$ cat config.mk
export PLATFORM = sky130hd
export DESIGN_NAME = cmd_scheduler
export DESIGN_NICKNAME = d
export VERILOG_FILES = /design/src/source/sched_types_pkg.sv /design/src/source/sched_cfg_pkg.sv /design/src/source/sched_if.sv /design/src/source/cmd_scheduler.sv /design/src/source/cmd_issue.sv /design/src/source/cmd_arbiter.sv /design/src/source/bank_state_decode.sv
export SDC_FILE = /design/constraint.sdc
export NUM_CORES = 1
export LEC_CHECK = 0
export BUFFER_PORTS_ARGS = -buffer_cell sky130_fd_sc_hd__buf_2
export CAP_MARGIN = 20
export CORE_UTILIZATION = 47
export CTS_CLUSTER_SIZE = 28
export DETAILED_ROUTE_END_ITERATION = 8
export MAX_ROUTING_LAYER = met4
export PLACE_DENSITY = 0.71
export SLEW_MARGIN = 30
export SYNTH_ARGS = -nofsm -noshare
export SYNTH_HDL_FRONTEND = slang
export SYNTH_SLANG_ARGS = --single-unit
$ cat constraint.sdc
create_clock -name clk -period 18.8 [get_ports clk]
set_clock_uncertainty 0.15 [all_clocks]
set_input_delay 0.94 -clock clk [delete_from_list [all_inputs] [get_ports clk]]
set_output_delay 0.94 -clock clk [all_outputs]
set_load 0.03 [all_outputs]
$ cat src/source/sched_types_pkg.sv
/*
  Scheduler type package
  Bank engine states, DRAM opcodes and command classes
*/

package sched_types_pkg;

  // Check states wait on timing, the plain ones are ready to issue
  typedef enum logic [3:0] {
    B_IDLE        = 4'd0,
    B_ACT_STANDBY = 4'd1,
    B_ACT_CHECK   = 4'd2,
    B_ACTIVE      = 4'd3,
    B_WRITE_CHECK = 4'd4,
    B_WRITE       = 4'd5,
    B_READ_CHECK  = 4'd6,
    B_READ        = 4'd7,
    B_PRE_CHECK   = 4'd8,
    B_PRE         = 4'd9
  } bank_state_t;

  // Opcode written to the issue FIFO
  typedef enum logic [2:0] {
    CMD_NOP       = 3'd0,
    CMD_ACTIVE    = 3'd1,
    CMD_WRITE     = 3'd2,
    CMD_READ      = 3'd3,
    CMD_PRECHARGE = 3'd4
  } dram_cmd_t;

  // Also the bit position in the pending mask
  typedef enum logic [1:0] {
    CLS_ACT = 2'd0,
    CLS_WR  = 2'd1,
    CLS_RD  = 2'd2,
    CLS_PRE = 2'd3
  } cmd_class_t;

endpackage

$ cat src/source/sched_cfg_pkg.sv
/*
  Scheduler configuration package
  Bank count, index and address widths, age counter width
  and the precharge age limit used as module defaults
*/

package sched_cfg_pkg;

  //////////////////////////////
  // Bank geometry
  //////////////////////////////

  parameter int NUM_BANKS = 4;           // Arbiter and issue assume four banks
  parameter int BANK_BITS = 2;
  parameter int ADDR_BITS = 14;          // Row or column address of one bank

  //////////////////////////////
  // Arbitration limits
  //////////////////////////////

  // Age counters saturate at all ones
  parameter int AGE_WIDTH = 8;

  // A waiting precharge older than this jumps ahead of other classes
  parameter int PRE_AGE_LIMIT = 16;

endpackage
$ cat src/source/sched_if.sv
/*
  Internal scheduler interfaces
  bank_req_if  per-bank requests from the state decode
  grant_if     class and bank chosen by the arbiter
*/

`timescale 1ns/1ns

interface bank_req_if #(
  parameter int AGE_WIDTH = sched_cfg_pkg::AGE_WIDTH
);

  logic [3:0]                  pend;            // One bit per command class
  logic [AGE_WIDTH-1:0]        age      [sched_cfg_pkg::NUM_BANKS];
  sched_types_pkg::cmd_class_t class_of [sched_cfg_pkg::NUM_BANKS];
  logic [sched_cfg_pkg::NUM_BANKS-1:0] waiting; // Bank is in a check or ready state
  logic [sched_cfg_pkg::NUM_BANKS-1:0] ready;
  logic                        nothing_pending;

  modport decode (
    output pend, age, class_of, waiting, ready, nothing_pending
  );

  modport arbiter (
    input pend, age, class_of, waiting, ready, nothing_pending
  );

endinterface

interface grant_if;

  logic                                grant_valid;
  sched_types_pkg::cmd_class_t         grant_class;
  logic [sched_cfg_pkg::BANK_BITS-1:0] grant_bank;
  logic                                grant_ready; // Granted bank may issue now

  modport arbiter (
    output grant_valid, grant_class, grant_bank, grant_ready
  );

  modport issue (
    input grant_valid, grant_class, grant_bank, grant_ready
  );

endinterface

$ cat src/source/cmd_scheduler.sv
/*
  DRAM command scheduler top level
  Bank state decode, arbiter and issue stage
*/

`timescale 1ns/1ns

module cmd_scheduler #(
  parameter int ADDR_BITS     = sched_cfg_pkg::ADDR_BITS,
  parameter int AGE_WIDTH     = sched_cfg_pkg::AGE_WIDTH,
  parameter int PRE_AGE_LIMIT = sched_cfg_pkg::PRE_AGE_LIMIT
) (
  input  logic                                clk,
  input  logic                                rst_n,
  input  sched_types_pkg::bank_state_t        bank_state [sched_cfg_pkg::NUM_BANKS],
  input  logic [ADDR_BITS-1:0]                bank_addr  [sched_cfg_pkg::NUM_BANKS],
  input  logic                                fifo_full,
  output logic                                issue,
  output sched_types_pkg::dram_cmd_t          cmd,
  output logic [ADDR_BITS-1:0]                addr,
  output logic [sched_cfg_pkg::BANK_BITS-1:0] bank,
  output logic [sched_cfg_pkg::NUM_BANKS-1:0] stall
);

  bank_req_if #(.AGE_WIDTH(AGE_WIDTH)) req ();
  grant_if                             gnt ();

  bank_state_decode #(.AGE_WIDTH(AGE_WIDTH)) u_decode (
    .clk        (clk),
    .rst_n      (rst_n),
    .bank_state (bank_state),
    .req        (req.decode)
  );

  cmd_arbiter #(
    .AGE_WIDTH     (AGE_WIDTH),
    .PRE_AGE_LIMIT (PRE_AGE_LIMIT)
  ) u_arbiter (
    .clk       (clk),
    .rst_n     (rst_n),
    .fifo_full (fifo_full),
    .req       (req.arbiter),
    .gnt       (gnt.arbiter)
  );

  cmd_issue #(.ADDR_BITS(ADDR_BITS)) u_issue (
    .gnt       (gnt.issue),
    .bank_addr (bank_addr),
    .fifo_full (fifo_full),
    .issue     (issue),
    .cmd       (cmd),
    .addr      (addr),
    .bank      (bank),
    .stall     (stall)
  );

endmodule

$ cat src/source/cmd_issue.sv
/*
  Command issue
  Opcode, address and bank of the granted bank,
  issue strobe and per-bank stall mask
*/

`timescale 1ns/1ns

module cmd_issue #(
  parameter int ADDR_BITS = sched_cfg_pkg::ADDR_BITS
) (
  grant_if.issue                              gnt,
  input  logic [ADDR_BITS-1:0]                bank_addr [sched_cfg_pkg::NUM_BANKS],
  input  logic                                fifo_full,
  output logic                                issue,
  output sched_types_pkg::dram_cmd_t          cmd,
  output logic [ADDR_BITS-1:0]                addr,
  output logic [sched_cfg_pkg::BANK_BITS-1:0] bank,
  output logic [sched_cfg_pkg::NUM_BANKS-1:0] stall
);

  assign issue = gnt.grant_valid && gnt.grant_ready && !fifo_full;

  always_comb begin
    cmd = sched_types_pkg::CMD_NOP;
    if (issue) begin
      case (gnt.grant_class)
        sched_types_pkg::CLS_ACT: cmd = sched_types_pkg::CMD_ACTIVE;
        sched_types_pkg::CLS_WR:  cmd = sched_types_pkg::CMD_WRITE;
        sched_types_pkg::CLS_RD:  cmd = sched_types_pkg::CMD_READ;
        sched_types_pkg::CLS_PRE: cmd = sched_types_pkg::CMD_PRECHARGE;
        default:                  cmd = sched_types_pkg::CMD_NOP;
      endcase
    end
  end

  assign addr = bank_addr[gnt.grant_bank];
  assign bank = gnt.grant_bank;

  // Only the granted bank may advance, none while the FIFO is full
  always_comb begin
    stall = '1;
    if (gnt.grant_valid && !fifo_full)
      stall[gnt.grant_bank] = 1'b0;
  end

endmodule

$ cat src/source/cmd_arbiter.sv
/*
  Command arbiter
  Class priority with precharge age limit, read/write
  direction memory and oldest-bank grant within a class
*/

`timescale 1ns/1ns

module cmd_arbiter #(
  parameter int AGE_WIDTH     = sched_cfg_pkg::AGE_WIDTH,
  parameter int PRE_AGE_LIMIT = sched_cfg_pkg::PRE_AGE_LIMIT
) (
  input  logic        clk,
  input  logic        rst_n,
  input  logic        fifo_full,
  bank_req_if.arbiter req,
  grant_if.arbiter    gnt
);

  localparam int NB = sched_cfg_pkg::NUM_BANKS;
  localparam int BB = sched_cfg_pkg::BANK_BITS;

  logic [AGE_WIDTH-1:0]        age [NB];
  logic [BB-1:0]               oldest_any;
  logic                        oldest_is_pre;
  logic                        pre_due;
  logic                        dir_read;      // 0 write, 1 read
  sched_types_pkg::cmd_class_t sel_class;
  logic [NB-1:0]               class_mask;
  logic [BB-1:0]               sel_bank;

  assign age = req.age;

  // Highest age among masked banks, lowest index on a tie
  function automatic logic [BB-1:0] pick_oldest(input logic [NB-1:0] mask);
    logic [BB-1:0]        best;
    logic [AGE_WIDTH-1:0] best_age;
    logic                 found;
    best     = '0;
    best_age = '0;
    found    = 1'b0;
    for (int i = 0; i < NB; i++) begin
      if (mask[i] && (!found || age[i] > best_age)) begin
        best     = i[BB-1:0];
        best_age = age[i];
        found    = 1'b1;
      end
    end
    return best;
  endfunction

  //////////////////////////////
  // Class priority
  //////////////////////////////

  always_comb begin
    oldest_any    = pick_oldest(req.waiting);
    oldest_is_pre = (req.class_of[oldest_any] == sched_types_pkg::CLS_PRE);
  end

  always_comb begin
    pre_due = 1'b0;
    for (int i = 0; i < NB; i++) begin
      if (req.waiting[i] && req.class_of[i] == sched_types_pkg::CLS_PRE &&
          age[i] > PRE_AGE_LIMIT)
        pre_due = 1'b1;
    end
  end

  always_comb begin
    if (req.pend[sched_types_pkg::CLS_PRE] && (oldest_is_pre || pre_due))
      sel_class = sched_types_pkg::CLS_PRE;
    else if (req.pend[sched_types_pkg::CLS_ACT])
      sel_class = sched_types_pkg::CLS_ACT;
    else if (req.pend[sched_types_pkg::CLS_WR] && req.pend[sched_types_pkg::CLS_RD])
      sel_class = dir_read ? sched_types_pkg::CLS_RD : sched_types_pkg::CLS_WR;
    else if (req.pend[sched_types_pkg::CLS_WR])
      sel_class = sched_types_pkg::CLS_WR;
    else if (req.pend[sched_types_pkg::CLS_RD])
      sel_class = sched_types_pkg::CLS_RD;
    else
      sel_class = sched_types_pkg::CLS_PRE;   // Precharge not yet due, or nothing at all
  end

  //////////////////////////////
  // Oldest bank of the class
  //////////////////////////////

  always_comb begin
    for (int i = 0; i < NB; i++)
      class_mask[i] = req.waiting[i] && (req.class_of[i] == sel_class);
  end

  always_comb begin
    sel_bank = pick_oldest(class_mask);
  end

  assign gnt.grant_valid = !req.nothing_pending;
  assign gnt.grant_class = sel_class;
  assign gnt.grant_bank  = sel_bank;
  assign gnt.grant_ready = req.ready[sel_bank];

  // Direction follows the last issued read or write
  always_ff @(posedge clk) begin
    if (!rst_n) begin
      dir_read <= 1'b0;
    end else if (!req.nothing_pending && req.ready[sel_bank] && !fifo_full) begin
      if (sel_class == sched_types_pkg::CLS_RD)
        dir_read <= 1'b1;
      else if (sel_class == sched_types_pkg::CLS_WR)
        dir_read <= 1'b0;
    end
  end

endmodule

$ cat src/source/bank_state_decode.sv
/*
  Bank state decode
  One saturating age counter per bank, the class each bank
  waits for, its ready flag and the pending class mask
*/

`timescale 1ns/1ns

module bank_state_decode #(
  parameter int AGE_WIDTH = sched_cfg_pkg::AGE_WIDTH
) (
  input  logic                          clk,
  input  logic                          rst_n,
  input  sched_types_pkg::bank_state_t  bank_state [sched_cfg_pkg::NUM_BANKS],
  bank_req_if.decode                    req
);

  localparam int NB = sched_cfg_pkg::NUM_BANKS;

  logic [AGE_WIDTH-1:0]        age_q [NB];
  sched_types_pkg::cmd_class_t class_d [NB];
  logic [NB-1:0]               waiting_d;
  logic [NB-1:0]               ready_d;
  logic [3:0]                  pend_d;

  //////////////////////////////
  // State to class decode
  //////////////////////////////

  always_comb begin
    for (int i = 0; i < NB; i++) begin
      class_d[i]   = sched_types_pkg::CLS_ACT;
      waiting_d[i] = 1'b1;
      ready_d[i]   = 1'b0;
      case (bank_state[i])
        sched_types_pkg::B_ACT_CHECK:   class_d[i] = sched_types_pkg::CLS_ACT;
        sched_types_pkg::B_ACTIVE: begin
          class_d[i] = sched_types_pkg::CLS_ACT;
          ready_d[i] = 1'b1;
        end
        sched_types_pkg::B_WRITE_CHECK: class_d[i] = sched_types_pkg::CLS_WR;
        sched_types_pkg::B_WRITE: begin
          class_d[i] = sched_types_pkg::CLS_WR;
          ready_d[i] = 1'b1;
        end
        sched_types_pkg::B_READ_CHECK:  class_d[i] = sched_types_pkg::CLS_RD;
        sched_types_pkg::B_READ: begin
          class_d[i] = sched_types_pkg::CLS_RD;
          ready_d[i] = 1'b1;
        end
        sched_types_pkg::B_PRE_CHECK:   class_d[i] = sched_types_pkg::CLS_PRE;
        sched_types_pkg::B_PRE: begin
          class_d[i] = sched_types_pkg::CLS_PRE;
          ready_d[i] = 1'b1;
        end
        default: waiting_d[i] = 1'b0;   // IDLE, ACT_STANDBY and unused codes
      endcase
    end
  end

  // OR of all waiting banks per class
  always_comb begin
    pend_d = '0;
    for (int i = 0; i < NB; i++) begin
      if (waiting_d[i]) pend_d[class_d[i]] = 1'b1;
    end
  end

  //////////////////////////////
  // Age counters
  //////////////////////////////

  always_ff @(posedge clk) begin
    if (!rst_n) begin
      for (int i = 0; i < NB; i++) age_q[i] <= '0;
    end else begin
      for (int i = 0; i < NB; i++) begin
        if (!waiting_d[i])
          age_q[i] <= '0;
        else if (age_q[i] != {AGE_WIDTH{1'b1}})
          age_q[i] <= age_q[i] + 1'b1;   // Hold at max
      end
    end
  end

  assign req.pend            = pend_d;
  assign req.age             = age_q;
  assign req.class_of        = class_d;
  assign req.waiting         = waiting_d;
  assign req.ready           = ready_d;
  assign req.nothing_pending = (pend_d == 4'b0000);

endmodule

==> results of run 1 <==
stage by stage:
step | power (mW) | util [%] | setup slack [ns] | instances
2_1_floorplan | 0.1723 | - | 4.768 | 552
3_3_place_gp | 0.2049 | 54.76 | 3.617 | 743
3_5_place_dp | 0.2079 | 54.76 | 3.264 | 743
4_1_cts | 0.2949 | 56.34 | 3.240 | 751
5_1_grt | 0.3111 | 56.48 | 2.129 | 752
6_report | 0.2949 | 56.48 | 3.184 | 752
cells by family (layout without fill, tap and decap cells):
kind of cell	after synthesis	after routing	share of synthesized area (%)
and+or+nand+nor	236	236	28.76
xor gates and xnor gates	17	17	3.710
buffers and inverters	40	132	3.859
AOI/OAI and AO/OA	149	149	25.79
adders and majority gates	58	58	17.22
DFF	33	33	15.67
muxes	19	19	4.987
layout make-up:
cell class | count | area [um^2]
Clock buffer | 5 | 68.82
Clock inverter | 3 | 68.82
Fill cell | 833 | 3795
Inverter | 24 | 90.09
Multi-Input combinational cell | 479 | 3393
Sequential cell | 33 | 660.6
Tap cell | 108 | 135.1
Timing Repair Buffer | 100 | 509.2
worst max-delay path by stage:
| stage | from | endpoint | slack, ns | cells past startpoint |
|---|---|---|---|---|
| after floorplan | bank_state[13] | addr[0] | 4.77 | 65 |
| after global placement | bank_state[13] | addr[9] | 3.62 | 58 |
| after detailed placement | bank_state[13] | addr[9] | 3.26 | 57 |
| after CTS | bank_state[13] | addr[9] | 3.24 | 57 |
| after global routing | bank_state[13] | addr[9] | 2.13 | 59 |
| final | bank_state[13] | addr[9] | 3.18 | 57 |
layer usage:
layer / share of wire, % / vias up
met5: 0 / -
met4: 2.2 / 0
met3: 6.9 / 32
met2: 45 / 167
met1: 46 / 2161
li1: - / 2255
power by group:
| group | switching (mW) | internal (mW) | leakage (nW) |
|---|---|---|---|
| Clock | 0.0331 | 0.0535 | 0.0687 |
| Combinational | 0.0836 | 0.0511 | 1.76 |
| Sequential | 0.00263 | 0.0712 | 0.267 |
| Total | 0.119 | 0.176 | 2.09 |
synth_stat cells (all sizes together), types with 3 or more instances:
| master | number |
|---|---|
| inv | 24 |
| a31oi | 6 |
| a211oi | 6 |
| and4 | 4 |
| o21a | 9 |
| or2 | 3 |
| a21oi | 39 |
| o21ai | 16 |
| clkbuf | 6 |
| o211ai | 3 |
| nand4 | 9 |
| xor2 | 4 |
| nand2b | 7 |
| o22ai | 3 |
| o2bb2ai | 3 |
| a311oi | 3 |
| nand3 | 27 |
| buf | 10 |
| xnor2 | 13 |
| and2 | 10 |
| dfxtp | 33 |
| or3 | 4 |
| a2111oi | 5 |
| mux2 | 16 |
| nand2 | 47 |
| nor2 | 81 |
| nor3 | 13 |
| nor4 | 4 |
| a21o | 5 |
| ha | 58 |
| mux2i | 3 |
| and3 | 6 |
| a22oi | 16 |
| nor2b | 8 |
| nor3b | 4 |
| a41oi | 3 |
| a221o | 14 |
flip-flops by register name, indices dropped and copies added (netlist names):
register / count
u_decode.req.age: 32
u_arbiter.dir_read: 1
tightest hold or removal path, stage by stage, from the launching register on:
cell and delay, ns:
dfxtp_1 0.34, nand2_1 0.06, mux2i_1 0.06
==> flow_summary.json, run 1 <==
{
  "grt_pass1_vias": 4287,
  "cts-htree-levels": 2,
  "ys_types": 72,
  "drt-pass1-iter-count": 5,
  "vdd_ir_drop_max_uv": 37.90,
  "diodes": 0,
  "max_freq_mhz": 64.04,
  "cp-end-kind": "output pin",
  "worstSetupStartpointType": "input pin",
  "avgSynthCellArea_um2": 7.636,
  "final_common_cell": "buf_2",
  "r2r-start": "u_decode.req.age[25]$_SDFFE_PN0P_",
  "port_buffers": 98,
  "grt_use_total_pct": 28.13,
  "final_area_um2": 4926,
  "rsz0062_at_grt": "false",
  "wl_per_cell_um": 17.25,
  "synthesis.nets": 685,
  "finalSetupViolations": 0,
  "min_period_ns": 15.62,
  "path_clk_slew_ns": 0.09,
  "cts_root_buf": "clkbuf_8",
  "vias_per_cell": 6.137,
  "drt_iter0_drc": 310,
  "worstPathRequired_ns": 17.71,
  "dieArea_um2": 9352,
  "slew_headroom_pct": 55.32,
  "start_util_pct": 48.34,
  "postPlaceCellArea_um2": 4776,
  "drv_slew": 0,
  "syn_area_um2": 4215,
  "leakage_nw": 2.092,
  "drtAntennaViolNets": 0,
  "fp.dieH_um": 96.71,
  "antenna_found_initial": 0,
  "grt_max_degree": 34,
  "yosysTopAreaCell": "ha_1",
  "syn_inst": 552,
  "core_area_um2": 8721,
  "grt_use_met2_pct": 42.58,
  "num_rows": 34,
  "hold_viol_final": 0,
  "die_w_um": 96.71,
  "worstReg2RegEnd": "u_arbiter.dir_read$_SDFFE_PN0P_",
  "io_pins": 99,
  "drv_cap": 0,
  "crit_slowest_cell": "or4b_1",
  "ys_seq_area_share_pct": 15.67,
  "grt_busiest_layer": "met2",
  "cts_setup_buffers": 0,
  "fin_tns_setup_ns": 0,
  "cts_sinks": 33,
  "mostFrequentLayoutCells": "98 x buf_2, 79 x nor2_1, 58 x ha_1, 47 x nand2_1, 38 x a21oi_1",
  "area_delta_synth_final_pct": 16.86,
  "grt_pass1_wl_um": 21020,
  "whs_endpoint": "u_arbiter.dir_read$_SDFFE_PN0P_",
  "ys_warn_count": 0,
  "cp_common_cell": "ha_1",
  "fin_nets": 776,
  "drive_above_1_share_pct": 22.98,
  "drcViolationCount": 0,
  "hold_class": "reg -> reg",
  "outcome": "finished, final reports clean",
  "criticalPathCategory": "in -> out",
  "ys_ff_latch": 33,
  "max_stage_delay_ns": 0.56,
  "async_flop_share_pct": 0,
  "clockBufferDepth": 2,
  "period_share_pct": 83.06,
  "grt_use_met1_pct": 38.28,
  "crit_fanout": 15,
  "place.gp.congestion": 0.9091,
  "rrSetupSlack_ns": 5.86,
  "cp_top_family": "compound AO/OA/AOI/OAI gates",
  "wirelength_um": 12970,
  "post-dp-hpwl_um": 10430,
  "powerDensity_nw_per_um2": 59.88,
  "yosysTopAreaCellShare_pct": 17.22,
  "cts_resized": 0,
  "synth-edff-count": 0,
  "use_met3_pct": 5.202,
  "holdPathStages": 2,
  "hp-start": "u_arbiter.dir_read$_SDFFE_PN0P_",
  "rr_worst_depth": 53,
  "cts-buffers-inserted": 5,
  "insertion_delay_ns": 0.30,
  "grt.overflow.total": 0,
  "synthFlopType": "dfxtp_1",
  "hold_slack_ns": 0.3527,
  "max_slew.worst_pin.slew_ns": 0.6533,
  "worstPathArrival_ns": 14.53,
  "crit_buf_inv": 3,
  "netlist_top_cells_area": "ha_1 17%, dfxtp_1 16%, nor2_1 7.0%",
  "ctsHoldBuffers": 0,
  "cts_tree": "yes",
  "vias": 4615
}
Note: power is estimated with default switching activity, not from simulation.
==> run 2: changes to the inputs <==
Clock period 18.8 ns to 14.8 ns, I/O delays scaled along.
==> flow_summary.json, run 2 (synthesis results as in run 1) <==
{
  "drv_cap": 0,
  "die_w_um": 96.71,
  "cts_root_buf": "clkbuf_8",
  "vias": 4643,
  "nFillCells": 850,
  "leakage_nw": 2.101,
  "worstPathRequired_ns": 13.91,
  "drtAntennaViolNets": 0,
  "slew_headroom_pct": 34.13,
  "antenna_found_initial": 0,
  "grt_pass1_wl_um": 21180,
  "largest_reg_flops": 32,
  "wirelength_um": 12970,
  "fin_tns_setup_ns": 0,
  "max_freq_mhz": 71.61,
  "place_ws_ns": 0.01155,
  "place.gp.congestion": 0.9737,
  "period_share_pct": 94.35,
  "postPlaceCellArea_um2": 4798,
  "p_sw_mw": 0.1533,
  "cts_tree": "yes",
  "final_common_cell": "buf_2",
  "cp_common_cell": "ha_1",
  "crit_buf_inv": 5,
  "post-dp-hpwl_um": 10380,
  "grt_max_degree": 33,
  "internal_power_mw": 0.2088,
  "rsz0062_at_grt": "false",
  "dp.cells": 746,
  "dieArea_um2": 9352,
  "switching_share_pct": 42.33,
  "min_period_ns": 13.96,
  "grt_pass1_vias": 4368,
  "clockBufferDepth": 2,
  "worstSetupStartpointType": "input pin",
  "wl_per_cell_um": 17.13,
  "start_util_pct": 48.34,
  "outcome": "finished, final reports clean",
  "vias_per_cell": 6.133,
  "fin_ws_ns": 0.8355,
  "pwr-share-comb_pct": 48.4,
  "cts-buffers-inserted": 5,
  "hold_class": "reg -> reg",
  "cp_top_family": "compound AO/OA/AOI/OAI gates",
  "core_area_um2": 8721,
  "grt_use_total_pct": 27.97,
  "cts_sinks": 33,
  "drcViolationCount": 0,
  "grt.overflow.total": 0,
  "area_delta_synth_final_pct": 17.75,
  "mostFrequentLayoutCells": "98 x buf_2, 79 x nor2_1, 58 x ha_1, 47 x nand2_1, 38 x a21oi_1",
  "hold_viol_final": 0,
  "finalSetupViolations": 0,
  "max_stage_delay_ns": 0.57,
  "io_pins": 99,
  "drt-pass1-iter-count": 5,
  "num_rows": 34,
  "drv_slew": 0,
  "fp.dieH_um": 96.71,
  "insertion_delay_ns": 0.30,
  "fin_nets": 781,
  "powerDensity_nw_per_um2": 72.95,
  "drive_above_1_share_pct": 24.35,
  "port_buffers": 98,
  "crit_fanout": 32,
  "final_area_um2": 4964,
  "cp-end-kind": "output pin",
  "vdd_ir_drop_max_uv": 29.92,
  "hold_slack_ns": 0.3563,
  "diodes": 0,
  "cts-htree-levels": 2,
  "clock_power_share_pct": 25.7,
  "power_frac_seq_pct": 25.9,
  "max_slew.worst_pin.slew_ns": 0.9631,
  "path_clk_slew_ns": 0.09,
  "ctsHoldBuffers": 0,
  "worstPathArrival_ns": 13.07,
  "criticalPathCategory": "in -> out",
  "fin_cells": 757,
  "drt_iter0_drc": 314,
  "crit_slowest_cell": "or4b_1"
}
## run 2: worst paths after layout
check	slack (ns)	depth (start not counted)	endpoint	startpoint
max reg2reg	2.52	56	u_arbiter.dir_read$_SDFFE_PN0P_	u_decode.req.age[25]$_SDFFE_PN0P_
max	0.84	60	cmd[2]	bank_state[15]
min reg2reg	0.36	2	u_arbiter.dir_read$_SDFFE_PN0P_	u_arbiter.dir_read$_SDFFE_PN0P_
min	0.36	2	u_arbiter.dir_read$_SDFFE_PN0P_	u_arbiter.dir_read$_SDFFE_PN0P_
## run 2: worst register-to-register path: cells and delay by family (launching register included)
kind	cells	cell delay [ns]
and+or+nand+nor	14	2.33
DFF	1	0.51
buffers and inverters	3	0.68
muxes	4	1.22
AOI/OAI and AO/OA	29	5.41
adders and majority gates	6	1.83
## run 2: power by group through the flow
stage	combinational (mW)	clock, mW	sequential, mW
after floorplan	0.125	0	0.0943
after global placement	0.166	0	0.0956
after detailed placement	0.169	0	0.0956
after CTS	0.170	0.0951	0.0936
after global routing	0.190	0.0978	0.0939
final	0.175	0.0932	0.0937
## run 2: stage by stage
stage,power [mW],util (%)
4_1_cts,0.3586,56.37
5_1_grt,0.3814,56.92
3_5_place_dp,0.2648,55.02
6_report,0.3621,56.92
3_3_place_gp,0.2620,55.02
2_1_floorplan,0.2189,-
## run 2: cell type report
| cell class | instances | area (um^2) | area share [%] |
|---|---|---|---|
| Multi-Input combinational cell | 479 | 3422 | 68.94 |
| Sequential cell | 33 | 660.6 | 13.31 |
| Timing Repair Buffer | 105 | 540.5 | 10.89 |
| Tap cell | 108 | 135.1 | 2.722 |
| Inverter | 24 | 90.09 | 1.815 |
| Clock buffer | 5 | 68.82 | 1.386 |
| Clock inverter | 3 | 46.29 | 0.9327 |
## run 2: per-layer routing
layer | GRT usage, % | vias to the layer above | routed length, um
li1 | - | 2269 | -
met1 | 37.48 | 2138 | 5857
met2 | 44.26 | 190 | 5947
met3 | 3.829 | 46 | 812
met4 | 7.348 | 0 | 352
met5 | - | - | 0
## run 2: timing repair
item,in CTS,in global routing
pin swaps,0,3
endpoints found under the setup margin,4,24
gates resized for setup,1,9
setup buffers,0,3
